==> src/qosmem_pkg.sv <==
// Sizes are fixed here; NUM_PORTS and NUM_LEVELS must stay 4 to match the 2-bit IDs
package qosmem_pkg;

    // ------------------------------------------------------------------------
    // Sizes
    // ------------------------------------------------------------------------
    localparam int NUM_PORTS       = 4;
    localparam int NUM_LEVELS      = 4;
    localparam int QUEUE_DEPTH     = 4;
    localparam int MAX_OUTSTANDING = 8;
    localparam int ADDR_W          = 32;
    localparam int DATA_W          = 32;
    // Statistics counters wrap at this width
    localparam int COUNT_W         = 16;

    // ------------------------------------------------------------------------
    // Types
    // ------------------------------------------------------------------------
    typedef logic [1:0] port_id_t;

    // Higher value wins
    typedef logic [1:0] level_t;

    typedef struct packed {
        logic [ADDR_W-1:0] addr;
        logic              we;
        logic [DATA_W-1:0] wdata;
    } mem_req_t;

    // Request tagged with the port it came from
    typedef struct packed {
        mem_req_t req;
        port_id_t port;
    } queue_entry_t;

endpackage

==> src/qos_level_if.sv <==
// Push is at most one per level per cycle; pop has at most one bit set
`timescale 1ns/10ps

interface qos_level_if;

    // Scheduler side
    logic [qosmem_pkg::NUM_LEVELS-1:0]                          push;
    qosmem_pkg::port_id_t [qosmem_pkg::NUM_LEVELS-1:0]          push_port;
    logic [qosmem_pkg::NUM_LEVELS-1:0]                          pop;

    // Queue bank side
    logic [qosmem_pkg::NUM_LEVELS-1:0]                          full;
    logic [qosmem_pkg::NUM_LEVELS-1:0]                          empty;
    qosmem_pkg::queue_entry_t [qosmem_pkg::NUM_LEVELS-1:0]      head;

    modport sched (
        output push,
        output push_port,
        output pop,
        input  full,
        input  empty,
        input  head
    );

    modport bank (
        input  push,
        input  push_port,
        input  pop,
        output full,
        output empty,
        output head
    );

endinterface

==> src/qos_fifo.sv <==
// DEPTH must be a power of two and at least 2; push when full or pop when empty is dropped
`timescale 1ns/10ps

module qos_fifo #(
    parameter int  DEPTH     = 4,
    parameter type payload_t = logic
) (
    input  logic     clk_i,
    input  logic     rst_ni,
    input  logic     push_i,
    input  payload_t push_data_i,
    input  logic     pop_i,
    output payload_t head_o,
    output logic     full_o,
    output logic     empty_o
);

    payload_t               mem_q [DEPTH];
    logic [$clog2(DEPTH)-1:0] wr_ptr_q;
    logic [$clog2(DEPTH)-1:0] rd_ptr_q;
    logic [$clog2(DEPTH):0]   count_q;
    logic                   do_push;
    logic                   do_pop;

    assign do_push = push_i && !full_o;
    assign do_pop  = pop_i && !empty_o;

    assign full_o  = (count_q == DEPTH[$clog2(DEPTH):0]);
    assign empty_o = (count_q == '0);

    // Head is visible in the same cycle
    assign head_o = mem_q[rd_ptr_q];

    // Pointers wrap naturally since DEPTH is a power of two
    always_ff @(posedge clk_i or negedge rst_ni) begin
        if (!rst_ni) begin
            wr_ptr_q <= '0;
            rd_ptr_q <= '0;
            count_q  <= '0;
        end else begin
            if (do_push) begin
                wr_ptr_q <= wr_ptr_q + 1'b1;
            end
            if (do_pop) begin
                rd_ptr_q <= rd_ptr_q + 1'b1;
            end
            if (do_push && !do_pop) begin
                count_q <= count_q + 1'b1;
            end else if (do_pop && !do_push) begin
                count_q <= count_q - 1'b1;
            end
        end
    end

    always_ff @(posedge clk_i) begin
        if (do_push) begin
            mem_q[wr_ptr_q] <= push_data_i;
        end
    end

endmodule

==> src/qos_level_bank.sv <==
// One queue per QoS level; the scheduler guarantees at most one push per level per cycle
`timescale 1ns/10ps

module qos_level_bank (
    input  logic                                           clk_i,
    input  logic                                           rst_ni,
    input  qosmem_pkg::mem_req_t [qosmem_pkg::NUM_PORTS-1:0] port_req_i,
    qos_level_if.bank                                      lvl
);

    qosmem_pkg::queue_entry_t [qosmem_pkg::NUM_LEVELS-1:0] push_entry;

    for (genvar l = 0; l < qosmem_pkg::NUM_LEVELS; l++) begin : g_level

        // Pick the winning port's request and tag it with its ID
        assign push_entry[l].req  = port_req_i[lvl.push_port[l]];
        assign push_entry[l].port = lvl.push_port[l];

        qos_fifo #(
            .DEPTH     (qosmem_pkg::QUEUE_DEPTH),
            .payload_t (qosmem_pkg::queue_entry_t)
        ) level_fifo_inst (
            .clk_i       (clk_i),
            .rst_ni      (rst_ni),
            .push_i      (lvl.push[l]),
            .push_data_i (push_entry[l]),
            .pop_i       (lvl.pop[l]),
            .head_o      (lvl.head[l]),
            .full_o      (lvl.full[l]),
            .empty_o     (lvl.empty[l])
        );

    end

endmodule

==> src/qos_scheduler.sv <==
// Purely combinational; strict priority can starve lower levels under sustained load
`timescale 1ns/10ps

module qos_scheduler (
    input  logic [qosmem_pkg::NUM_PORTS-1:0]                  req_valid_i,
    input  qosmem_pkg::level_t [qosmem_pkg::NUM_PORTS-1:0]    port_level_i,
    output logic [qosmem_pkg::NUM_PORTS-1:0]                  req_ready_o,
    input  logic                                              mem_req_ready_i,
    output logic                                              mem_req_valid_o,
    output qosmem_pkg::mem_req_t                              mem_req_o,
    input  logic                                              track_full_i,
    output logic                                              issue_o,
    output qosmem_pkg::port_id_t                              issue_port_o,
    qos_level_if.sched                                        lvl
);

    logic               sel_valid;
    qosmem_pkg::level_t sel_lvl;

    // ------------------------------------------------------------------------
    // Intake: lowest port index wins each level
    // ------------------------------------------------------------------------
    always_comb begin
        logic blocked;
        for (int p = 0; p < qosmem_pkg::NUM_PORTS; p++) begin
            blocked = 1'b0;
            for (int q = 0; q < p; q++) begin
                if (req_valid_i[q] && port_level_i[q] == port_level_i[p]) begin
                    blocked = 1'b1;
                end
            end
            // Ready does not look at the port's own valid
            req_ready_o[p] = !lvl.full[port_level_i[p]] && !blocked;
        end
    end

    always_comb begin
        lvl.push      = '0;
        lvl.push_port = '0;
        for (int p = 0; p < qosmem_pkg::NUM_PORTS; p++) begin
            if (req_valid_i[p] && req_ready_o[p]) begin
                lvl.push[port_level_i[p]]      = 1'b1;
                lvl.push_port[port_level_i[p]] = qosmem_pkg::port_id_t'(p);
            end
        end
    end

    // ------------------------------------------------------------------------
    // Issue: highest non-empty level goes to memory
    // ------------------------------------------------------------------------
    always_comb begin
        sel_valid = 1'b0;
        sel_lvl   = '0;
        for (int l = qosmem_pkg::NUM_LEVELS - 1; l >= 0; l--) begin
            if (!lvl.empty[l] && !sel_valid) begin
                sel_valid = 1'b1;
                sel_lvl   = qosmem_pkg::level_t'(l);
            end
        end
    end

    // Held off while the response tracker has no room
    assign mem_req_valid_o = sel_valid && !track_full_i;
    assign mem_req_o       = lvl.head[sel_lvl].req;

    assign issue_o      = mem_req_valid_o && mem_req_ready_i;
    assign issue_port_o = lvl.head[sel_lvl].port;

    always_comb begin
        lvl.pop = '0;
        if (issue_o) begin
            lvl.pop[sel_lvl] = 1'b1;
        end
    end

endmodule

==> src/qos_rsp_router.sv <==
// Assumes in-order memory responses; a response with nothing outstanding is dropped
`timescale 1ns/10ps

module qos_rsp_router (
    input  logic                                                  clk_i,
    input  logic                                                  rst_ni,
    input  logic                                                  issue_i,
    input  qosmem_pkg::port_id_t                                  issue_port_i,
    output logic                                                  track_full_o,
    input  logic                                                  mem_rsp_valid_i,
    input  logic [qosmem_pkg::DATA_W-1:0]                         mem_rsp_rdata_i,
    output logic [qosmem_pkg::NUM_PORTS-1:0]                      rsp_valid_o,
    output logic [qosmem_pkg::NUM_PORTS-1:0][qosmem_pkg::DATA_W-1:0] rsp_rdata_o,
    output logic                                                  rsp_done_o,
    output qosmem_pkg::port_id_t                                  rsp_port_o
);

    qosmem_pkg::port_id_t oldest_port;
    logic                 track_empty;
    logic                 rsp_fire;

    // Source ports of issued requests, oldest at the head
    qos_fifo #(
        .DEPTH     (qosmem_pkg::MAX_OUTSTANDING),
        .payload_t (qosmem_pkg::port_id_t)
    ) track_fifo_inst (
        .clk_i       (clk_i),
        .rst_ni      (rst_ni),
        .push_i      (issue_i),
        .push_data_i (issue_port_i),
        .pop_i       (rsp_fire),
        .head_o      (oldest_port),
        .full_o      (track_full_o),
        .empty_o     (track_empty)
    );

    assign rsp_fire = mem_rsp_valid_i && !track_empty;

    // One-cycle strobe on the owning port
    always_ff @(posedge clk_i or negedge rst_ni) begin
        if (!rst_ni) begin
            rsp_valid_o <= '0;
            rsp_port_o  <= '0;
        end else begin
            rsp_valid_o <= '0;
            if (rsp_fire) begin
                rsp_valid_o[oldest_port] <= 1'b1;
                rsp_port_o               <= oldest_port;
            end
        end
    end

    always_ff @(posedge clk_i) begin
        if (rsp_fire) begin
            rsp_rdata_o[oldest_port] <= mem_rsp_rdata_i;
        end
    end

    assign rsp_done_o = |rsp_valid_o;

endmodule

==> src/qos_port_stats.sv <==
// Counters wrap at COUNT_W bits and are not saturated
`timescale 1ns/10ps

module qos_port_stats (
    input  logic                                                   clk_i,
    input  logic                                                   rst_ni,
    input  logic                                                   issue_i,
    input  qosmem_pkg::port_id_t                                   issue_port_i,
    input  logic                                                   rsp_done_i,
    input  qosmem_pkg::port_id_t                                   rsp_port_i,
    output logic [qosmem_pkg::NUM_PORTS-1:0][qosmem_pkg::COUNT_W-1:0] issued_cnt_o,
    output logic [qosmem_pkg::NUM_PORTS-1:0][qosmem_pkg::COUNT_W-1:0] done_cnt_o
);

    for (genvar p = 0; p < qosmem_pkg::NUM_PORTS; p++) begin : g_port

        always_ff @(posedge clk_i or negedge rst_ni) begin
            if (!rst_ni) begin
                issued_cnt_o[p] <= '0;
                done_cnt_o[p]   <= '0;
            end else begin
                // Requests accepted by memory
                if (issue_i && issue_port_i == qosmem_pkg::port_id_t'(p)) begin
                    issued_cnt_o[p] <= issued_cnt_o[p] + 1'b1;
                end
                // Responses handed back to the port
                if (rsp_done_i && rsp_port_i == qosmem_pkg::port_id_t'(p)) begin
                    done_cnt_o[p] <= done_cnt_o[p] + 1'b1;
                end
            end
        end

    end

endmodule

==> src/qosmem_top.sv <==
// Memory must answer in issue order with no back-pressure on mem_rsp_valid_i
`timescale 1ns/10ps

module qosmem_top (
    input  logic                                                   clk_i,
    input  logic                                                   rst_ni,

    // Requester ports
    input  logic [qosmem_pkg::NUM_PORTS-1:0]                       req_valid_i,
    input  logic [qosmem_pkg::NUM_PORTS-1:0][qosmem_pkg::ADDR_W-1:0] req_addr_i,
    input  logic [qosmem_pkg::NUM_PORTS-1:0]                       req_we_i,
    input  logic [qosmem_pkg::NUM_PORTS-1:0][qosmem_pkg::DATA_W-1:0] req_wdata_i,
    input  qosmem_pkg::level_t [qosmem_pkg::NUM_PORTS-1:0]         port_level_i,
    output logic [qosmem_pkg::NUM_PORTS-1:0]                       req_ready_o,
    output logic [qosmem_pkg::NUM_PORTS-1:0]                       rsp_valid_o,
    output logic [qosmem_pkg::NUM_PORTS-1:0][qosmem_pkg::DATA_W-1:0] rsp_rdata_o,

    // Memory side
    output logic                                                   mem_req_valid_o,
    input  logic                                                   mem_req_ready_i,
    output logic [qosmem_pkg::ADDR_W-1:0]                          mem_req_addr_o,
    output logic                                                   mem_req_we_o,
    output logic [qosmem_pkg::DATA_W-1:0]                          mem_req_wdata_o,
    input  logic                                                   mem_rsp_valid_i,
    input  logic [qosmem_pkg::DATA_W-1:0]                          mem_rsp_rdata_i,

    // Statistics
    output logic [qosmem_pkg::NUM_PORTS-1:0][qosmem_pkg::COUNT_W-1:0] issued_cnt_o,
    output logic [qosmem_pkg::NUM_PORTS-1:0][qosmem_pkg::COUNT_W-1:0] done_cnt_o
);

    qosmem_pkg::mem_req_t [qosmem_pkg::NUM_PORTS-1:0] port_req;
    qosmem_pkg::mem_req_t                             mem_req;
    logic                                             issue;
    qosmem_pkg::port_id_t                             issue_port;
    logic                                             track_full;
    logic                                             rsp_done;
    qosmem_pkg::port_id_t                             rsp_port;

    // ------------------------------------------------------------------------
    // Request packing
    // ------------------------------------------------------------------------
    for (genvar p = 0; p < qosmem_pkg::NUM_PORTS; p++) begin : g_pack
        assign port_req[p].addr  = req_addr_i[p];
        assign port_req[p].we    = req_we_i[p];
        assign port_req[p].wdata = req_wdata_i[p];
    end

    assign mem_req_addr_o  = mem_req.addr;
    assign mem_req_we_o    = mem_req.we;
    assign mem_req_wdata_o = mem_req.wdata;

    // ------------------------------------------------------------------------
    // Instances
    // ------------------------------------------------------------------------
    qos_level_if lvl_if_inst ();

    qos_scheduler qos_scheduler_inst (
        .req_valid_i     (req_valid_i),
        .port_level_i    (port_level_i),
        .req_ready_o     (req_ready_o),
        .mem_req_ready_i (mem_req_ready_i),
        .mem_req_valid_o (mem_req_valid_o),
        .mem_req_o       (mem_req),
        .track_full_i    (track_full),
        .issue_o         (issue),
        .issue_port_o    (issue_port),
        .lvl             (lvl_if_inst.sched)
    );

    qos_level_bank qos_level_bank_inst (
        .clk_i      (clk_i),
        .rst_ni     (rst_ni),
        .port_req_i (port_req),
        .lvl        (lvl_if_inst.bank)
    );

    qos_rsp_router qos_rsp_router_inst (
        .clk_i           (clk_i),
        .rst_ni          (rst_ni),
        .issue_i         (issue),
        .issue_port_i    (issue_port),
        .track_full_o    (track_full),
        .mem_rsp_valid_i (mem_rsp_valid_i),
        .mem_rsp_rdata_i (mem_rsp_rdata_i),
        .rsp_valid_o     (rsp_valid_o),
        .rsp_rdata_o     (rsp_rdata_o),
        .rsp_done_o      (rsp_done),
        .rsp_port_o      (rsp_port)
    );

    qos_port_stats qos_port_stats_inst (
        .clk_i        (clk_i),
        .rst_ni       (rst_ni),
        .issue_i      (issue),
        .issue_port_i (issue_port),
        .rsp_done_i   (rsp_done),
        .rsp_port_i   (rsp_port),
        .issued_cnt_o (issued_cnt_o),
        .done_cnt_o   (done_cnt_o)
    );

endmodule

==> config.mk <==
export PLATFORM = sky130hd
export DESIGN_NAME = qosmem_top
export DESIGN_NICKNAME = d
export VERILOG_FILES = /design/src/qosmem_pkg.sv /design/src/qos_level_if.sv /design/src/qos_fifo.sv /design/src/qos_level_bank.sv /design/src/qos_scheduler.sv /design/src/qos_rsp_router.sv /design/src/qos_port_stats.sv /design/src/qosmem_top.sv
export SDC_FILE = /design/constraint.sdc
export NUM_CORES = 2
export LEC_CHECK = 0
export ABC_AREA = 1
export BUFFER_PORTS_ARGS = -buffer_cell sky130_fd_sc_hd__buf_2
export CAP_MARGIN = 0
export CORE_MARGIN = 5
export CORE_UTILIZATION = 40
export CTS_CLUSTER_DIAMETER = 200
export DETAILED_ROUTE_END_ITERATION = 10
export GPL_ROUTABILITY_DRIVEN = 0
export SKIP_LAST_GASP = 1
export SLEW_MARGIN = 20
export SYNTH_ARGS = -nofsm -noshare
export SYNTH_HDL_FRONTEND = slang
export SYNTH_SLANG_ARGS = --single-unit
==> constraint.sdc <==
create_clock -name clk_i -period 14.6 [get_ports clk_i]
set_clock_uncertainty 0.15 [all_clocks]
set_input_delay 2.19 -clock clk_i [delete_from_list [all_inputs] [get_ports clk_i]]
set_output_delay 2.19 -clock clk_i [all_outputs]
set_load 0.05 [all_outputs]
* Word level (Yosys, flattened, before mapping)
Memory sizes are Yosys's and may differ from the RTL's.
Cells that the tools add are included.
W data, S select, Z words.
** Cells by class
- Equality and inequality tests :: 17
- Reductions and logical operators :: 95
- Bitwise gates (word level) :: 7
- Mux-type cells :: 82
- $lt $le $gt $ge :: 16
- $add $sub $neg :: 28
** Operator list (number)
- $bmux W65 S2 :: 4
- $mux W65 :: 4
- $bmux W67 S2 :: 1
- $add A16 B1 Y16 const B :: 8
- $bwmux W128 :: 1
- $mux W67 :: 1
- $demux W32 S2 :: 1
- $logic_and A1 B1 Y1 :: 53
- $mux W32 :: 1
- $mux W4 :: 8
- $lt A2 B3 Y1 const B :: 10
- $mux W1 :: 30
- $logic_not A1 Y1 :: 29
- $mux W3 :: 8
- $add A3 B1 Y3 const B :: 6
- $add A2 B1 Y2 const B :: 8
- $mux W8 :: 2
- $mux W2 :: 7
- $demux W1 S2 :: 6
- $demux W2 S2 :: 3
- $eq A2 B2 Y1 :: 6
- $eq A3 B3 Y1 const B :: 4
- $ge A2 B1 Y1 const B :: 6
- $logic_not A3 Y1 :: 4
- 17 further kinds :: 34
** Word-level totals
- Memories kept :: 5
- Bits in writable memories :: 1088
- Logic and storage cells :: 279
- Bits of input ports :: 308
- Flip-flop bits (word level) :: 300
- Output and inout bits :: 330
** Memories
- qos_level_bank_inst.g_level[0].level_fifo_inst.mem_q :: words 4, bits a word 67, rd ports 1, clocked after Yosys merged registers in 0, write ports 1, RTL line qos_fifo.sv:18 : payload_t mem_q [DEPTH];
- qos_level_bank_inst.g_level[1].level_fifo_inst.mem_q :: words 4, bits a word 67, rd ports 1, clocked after Yosys merged registers in 0, write ports 1, RTL line qos_fifo.sv:18
- qos_level_bank_inst.g_level[2].level_fifo_inst.mem_q :: words 4, bits a word 67, rd ports 1, clocked after Yosys merged registers in 0, write ports 1, RTL line qos_fifo.sv:18
- qos_level_bank_inst.g_level[3].level_fifo_inst.mem_q :: words 4, bits a word 67, rd ports 1, clocked after Yosys merged registers in 0, write ports 1, RTL line qos_fifo.sv:18
- qos_rsp_router_inst.track_fifo_inst.mem_q :: words 8, bits a word 2, rd ports 1, clocked after Yosys merged registers in 0, write ports 1, RTL line qos_fifo.sv:18

* Depth between registers and ports, before layout
- Word-level depth :: 19
- Mapped depth :: 17
- Depth with buffers taken out :: 15

* Modules after synthesis
From an unflattened synthesis, not the netlist that was laid out.
** Second synthesis, totals
- Cell total of the unflattened synthesis :: 7248
- Area, all modules :: 67948.9 um^2
** By module, submodules not included
- qos_fifo at qos_level_bank_inst.g_level[0].level_fifo_inst ... :: seq. area each 8222.9 um^2, cells an instance 843, times used 4, area an instance 10998.0 um^2
- qos_level_bank :: seq. area each 0.0 um^2, cells an instance 2260, times used 1, area an instance 9624.2 um^2
- qos_port_stats :: seq. area each 3203.1 um^2, cells an instance 799, times used 1, area an instance 6399.9 um^2
- qos_rsp_router :: seq. area each 3993.8 um^2, cells an instance 154, times used 1, area an instance 4071.4 um^2
- qos_scheduler :: seq. area each 0.0 um^2, cells an instance 532, times used 1, area an instance 2561.2 um^2
- qos_fifo at qos_rsp_router_inst.track_fifo_inst :: seq. area each 730.7 um^2, cells an instance 131, times used 1, area an instance 1300.0 um^2

* Least setup slack after synthesis
No wires, ideal clock.
- Kind :: input -> register
- Start point :: in port_level_i[4] (netlist name)
- End point :: mem qos_level_bank_inst.g_level[0].level_fifo_inst.mem_q[0][0] (netlist name), enable pin
- Path slack :: 7.389 ns
- Required time :: 13.957 ns
- Stages on the path :: 12
- Arrival time :: 6.568 ns
- Path through :: buf_2 -> inv_1 -> nor2_1 -> nand2_1 -> nand2_1 -> nor2_1 -> nor2_2 -> nand3_1 -> nand2_2 -> buf_4 -> nor2_2 -> nor2_1
** Between the ends
- Word-level cells in the longest chain between the ends :: 13
- Elaborated cells on any way between the ends :: 30
- Classes of those cells :: 2 x order compare; 3 x eq/ne; 11 x mux; 2 x bitwise; 12 x reduce/logical
** RTL lines
- start, declared :: RTL line qosmem_top.sv:13 : input qosmem_pkg::level_t [qosmem_pkg::NUM_PORTS-1:0] port_level_i,
- $eq A2 B2 Y1 :: RTL line qos_scheduler.sv:28 : if (req_valid_i[q] && port_level_i[q] == port_level_i[p]) begin
- $logic_and A1 B1 Y1 :: RTL line qos_scheduler.sv:28
- $mux W1 (2 in a row) :: RTL line qos_scheduler.sv:28
- $logic_not A1 Y1 :: RTL line qos_scheduler.sv:33 : req_ready_o[p] = !lvl.full[port_level_i[p]] && !blocked;
- $logic_and A1 B1 Y1 * :: RTL line qos_scheduler.sv:33
- named net req_ready_o, one bit :: RTL line qosmem_top.sv:14 : output logic [qosmem_pkg::NUM_PORTS-1:0] req_ready_o,
- $logic_and A1 B1 Y1 * :: RTL line qos_scheduler.sv:41 : if (req_valid_i[p] && req_ready_o[p]) begin
- $mux W4 * :: RTL line qos_scheduler.sv:41
- $or A4 B4 Y4 (no line)
- $mux W4 * :: RTL line qos_scheduler.sv:41
- $logic_and A1 B1 Y1 * :: RTL line qos_fifo.sv:25 : assign do_push = push_i && !full_o;
- $mux W1 * :: RTL line qos_fifo.sv:56 : if (do_push) begin
- $mux W1 (implied by the code) * :: RTL line qos_fifo.sv:57 : mem_q[wr_ptr_q] <= push_data_i;
- end, declared :: RTL line qos_fifo.sv:18
Mark *: on every way through the listed nets, which the timed path passes. The rest lies on a longest branch. The select of a mux whose other input is x is not followed.

* Worst setup path in the final report
- Start point :: reg qos_level_bank_inst.g_level[0].level_fifo_inst.rd_ptr_q[0]
- End point :: out mem_req_wdata_o[23] (netlist name)
** Between the ends
- Word-level cells in the longest chain between the ends :: 3
** RTL lines
- start, declared :: RTL line qos_fifo.sv:20 : logic [$clog2(DEPTH)-1:0] rd_ptr_q;
- start signal, assigned :: RTL line qos_fifo.sv:45 : rd_ptr_q <= rd_ptr_q + 1'b1;
- $mem_v2 Z4 W67
- $bmux W67 S2 :: RTL line qos_scheduler.sv:64 : assign mem_req_o = lvl.head[sel_lvl].req;
- $mux W67 (implied by the code) :: RTL line qos_scheduler.sv:64
- end, declared :: RTL line qosmem_top.sv:23 : output logic [qosmem_pkg::DATA_W-1:0] mem_req_wdata_o,
Every way passes these cells. The select of a mux whose other input is x is not followed.

==> impl_metrics.py <==
metrics = {
    "run_status": {
        "status": "complete, no violations",
    },
    "sta": {
        "rsz0062_at_grt": "no",
        "finalHoldViolations": 0,
        "setup_viol_count_final": 0,
        "worst_pin_slew_ps": 1090,
        "period_minus_slack_ps": 6800,
        "max_freq_mhz": 147,
        "setup_tns_ps": 0,
        "maxSlewViolCount": 0,
        "relSlewSlack_pct": 27.0,
        "min_period_over_period_pct": 46.6,
    },
    "setup_path": {
        "cp-start-kind": "flip-flop",
        "worstPathCellList": "inv_4 > buf_4 > nand2_1 > a32o_1 > o221ai_1 > buf_2",
        "cpMaxStageDelayCell": "dfrtp_4",
        "crit_fanout": 68,
        "crit_required_ps": 12260,
        "critical_path_class": "reg -> out",
        "cp-end-kind": "primary output",
        "slowest_delay_ps": 780,
        "r2r_setup_slack_ps": 8800,
        "arrival_ps": 4460,
    },
    "floorplanning": {
        "die_y_microns": 416,
        "dieArea_sq_mm": 0.173,
        "die_w_microns": 416,
        "ioPinCount": 638,
        "start_util_pct": 40.1,
        "core_sq_mm": 0.164,
        "rows": 149,
    },
    "global_routing": {
        "first_global_vias": 50000,
        "grt_antenna_before_repair": 38,
        "grt_usage_pct": 26.0,
        "grt_max_degree": 91,
        "grt_pass1_wl_microns": 340000,
        "overflow": 0,
    },
    "synth": {
        "ys_async_sr_fraction_pct": 12.4,
        "netlist_top_cells_area": "edfxtp_1, nand3_1, nand2_1, dfrtp_1, nor2_1",
        "synth_flop_cell": "edfxtp_1",
        "syn_area_per_cell_sq_um": 10.1,
        "syn-cell-area_sq_mm": 0.0659,
        "synth_cells": 6541,
        "synth_cell_type_count": 48,
        "synth_top_area_cell": "edfxtp_1",
        "synth-warning-count": 0,
        "seq_area_frac_synth_pct": 62.0,
        "synth_nets": 6887,
        "synth_edf_count": 1216,
        "synth_top_area_share_pct": 55.4,
        "synth_seq_cells": 1388,
    },
    "routing": {
        "viasPerCell": 5.75,
        "drtIter0Drc": 6479,
        "drtPass1Iterations": 6,
        "vias": 53500,
        "ant_nets": 0,
        "drc_errors": 0,
        "wirelength_microns": 234000,
        "post_drt_wl_per_cell_microns": 25.1,
    },
    "final_layout": {
        "drive_gt1_share_pct": 14.6,
        "utilization_pct": 46.1,
        "layout_common_cells": "nand2_1, edfxtp_1, nand3_1",
        "final_common_cell": "nand2_1",
        "area_delta_synth_final_pct": 14.9,
        "layout.nets": 7316,
        "fillers": 15100,
    },
    "hold_path": {
        "hold_start": "qos_port_stats_inst.done_cnt_o[28]",
        "min_path_type": "reg -> reg",
    },
    "placed_design": {
        "hpwl_microns": 152000,
        "place.port_buffers": 637,
    },
    "pwr": {
        "p_per_area_mw_per_mm2": 187,
        "p_leak_uw": 0.0304,
        "ir_worst_vdd_v": 0.000124,
    },
    "clock_network": {
        "clock_path_buffers": 3,
        "cts_resized": 0,
        "clkSinkCount": 1388,
        "cts_buffers": 150,
        "cts-root-buf": "clkbuf_16",
        "postCtsSetupBuffers": 0,
        "path_clk_slew_ps": 60,
        "cts_htree_levels": 4,
        "clock_latency_ps": 820,
        "cts_tree": "built",
        "hold_buffers": 0,
    },
    "job": {
        "max_cap_viol_count": 0,
    },
}
==> cells in the mapped netlist, types with 14 or more instances <==
master	n
a21oi_1	182
a221oi_1	49
a32o_1	24
buf_1	24
buf_2	129
buf_4	52
clkbuf_1	239
dfrtp_1	172
edfxtp_1	1216
ha_1	33
inv_1	401
inv_2	21
mux2i_1	53
nand2_1	1422
nand2_2	14
nand3_1	1210
nand4_1	24
nor2_1	484
nor3_1	29
o211ai_1	15
o21ai_0	344
o221ai_1	130
o22ai_1	57
xnor2_1	46
xor2_1	92
==> power breakdown <==
| group | switching (uW) | leakage (uW) | internal, uW |
|---|---|---|---|
| logic | 3900 | 0.0147 | 1080 |
| clock network | 1630 | 0.00232 | 2090 |
| registers | 321 | 0.0133 | 5130 |
| total | 5850 | 0.0304 | 8300 |
==> per-stage QoR <==
stage                     total power [uW]  std cells  hold WS [ps]  setup WS [ps]  cell area [sq um]
after floorplan                       8720       6541           325           7390              65900
after global placement               10400       9003           327           7370              70600
after detailed placement             10500       9005           333           7330              70700
after CTS                            14200       9282           342           7640              75500
after global routing                 14700       9312           367           7590              75700
final                                14100       9313           341           7800              75700
==> final cells by class <==
| cell class | instances | area (sq um) | share of cell area (%) |
|---|---|---|---|
| tap | 2189 | 2740 | 3.62 |
| timing repair buffer | 725 | 3930 | 5.19 |
| multi-input combinational | 4280 | 21600 | 28.6 |
| sequential | 1388 | 40800 | 54.0 |
| clock buffer | 191 | 3960 | 5.23 |
| antenna | 29 | 72.6 | 0.0959 |
| inverter | 425 | 1610 | 2.13 |
| clock inverter | 86 | 901 | 1.19 |
==> metal layers <==
metal	routed length [microns]	part of all wire, %	up-vias	GRT usage, %
li1	-	-	23900	-
met1	86800	37	26000	32.3
met2	113000	48	3103	43.2
met3	21300	9.1	629	5.27
met4	13200	5.6	8	13.4
met5	49	0.021	-	0
==> sequential cells by signal, indices dropped and copies added (netlist names) <==
signal,count
qos_rsp_router_inst.track_fifo_inst.wr_ptr_q,3
qos_port_stats_inst.done_cnt_o,64
qos_rsp_router_inst.track_fifo_inst.count_q,4
qos_rsp_router_inst.track_fifo_inst.mem_q,16
qos_level_bank_inst.g_level.level_fifo_inst.wr_ptr_q,8
qos_rsp_router_inst.rsp_port_o,2
qos_port_stats_inst.issued_cnt_o,64
qos_level_bank_inst.g_level.level_fifo_inst.rd_ptr_q,8
qos_rsp_router_inst.rsp_valid_o,4
qos_rsp_router_inst.track_fifo_inst.rd_ptr_q,3
qos_rsp_router_inst.rsp_rdata_o,128
qos_level_bank_inst.g_level.level_fifo_inst.mem_q,1072
qos_level_bank_inst.g_level.level_fifo_inst.count_q,12
==> logic make-up (layout without fill, tap and decap cells) <==
logic type	Yosys count	in the layout	share of synthesized area, %
XOR/XNOR	138	138	1.84
adder cells (fa/ha/maj)	38	38	0.779
AND/OR/NAND/NOR	3233	3233	21.4
buffers and inverters	873	1427	5.56
AO/OA/AOI/OAI	816	816	7.63
flip-flops	1388	1388	62.0
other	0	29	0
multiplexers	55	55	0.840
==> final timing paths <==
| path | endpoint | cells past startpoint |
|---|---|---|
| max in group asynchronous | qos_port_stats_inst.done_cnt_o[51] | 3 |
| worst max register to register | flip-flop | 14 |
| worst min-delay path | qos_port_stats_inst.done_cnt_o[28] | 1 |
| min in group asynchronous | qos_port_stats_inst.issued_cnt_o[9] | 1 |
| worst max-delay path | mem_req_wdata_o[23] | 6 |
| worst min register to register | qos_port_stats_inst.done_cnt_o[28] | 1 |
==> worst max-delay path, delay by kind of cell, from the launching register on <==
| kind | cells | cell delay [ps] |
|---|---|---|
| flip-flops | 1 | 780 |
| buffers and inverters | 3 | 1900 |
| AND/OR/NAND/NOR | 1 | 120 |
| AO/OA/AOI/OAI | 2 | 730 |
Note: power is estimated with default switching activity, not from simulation.
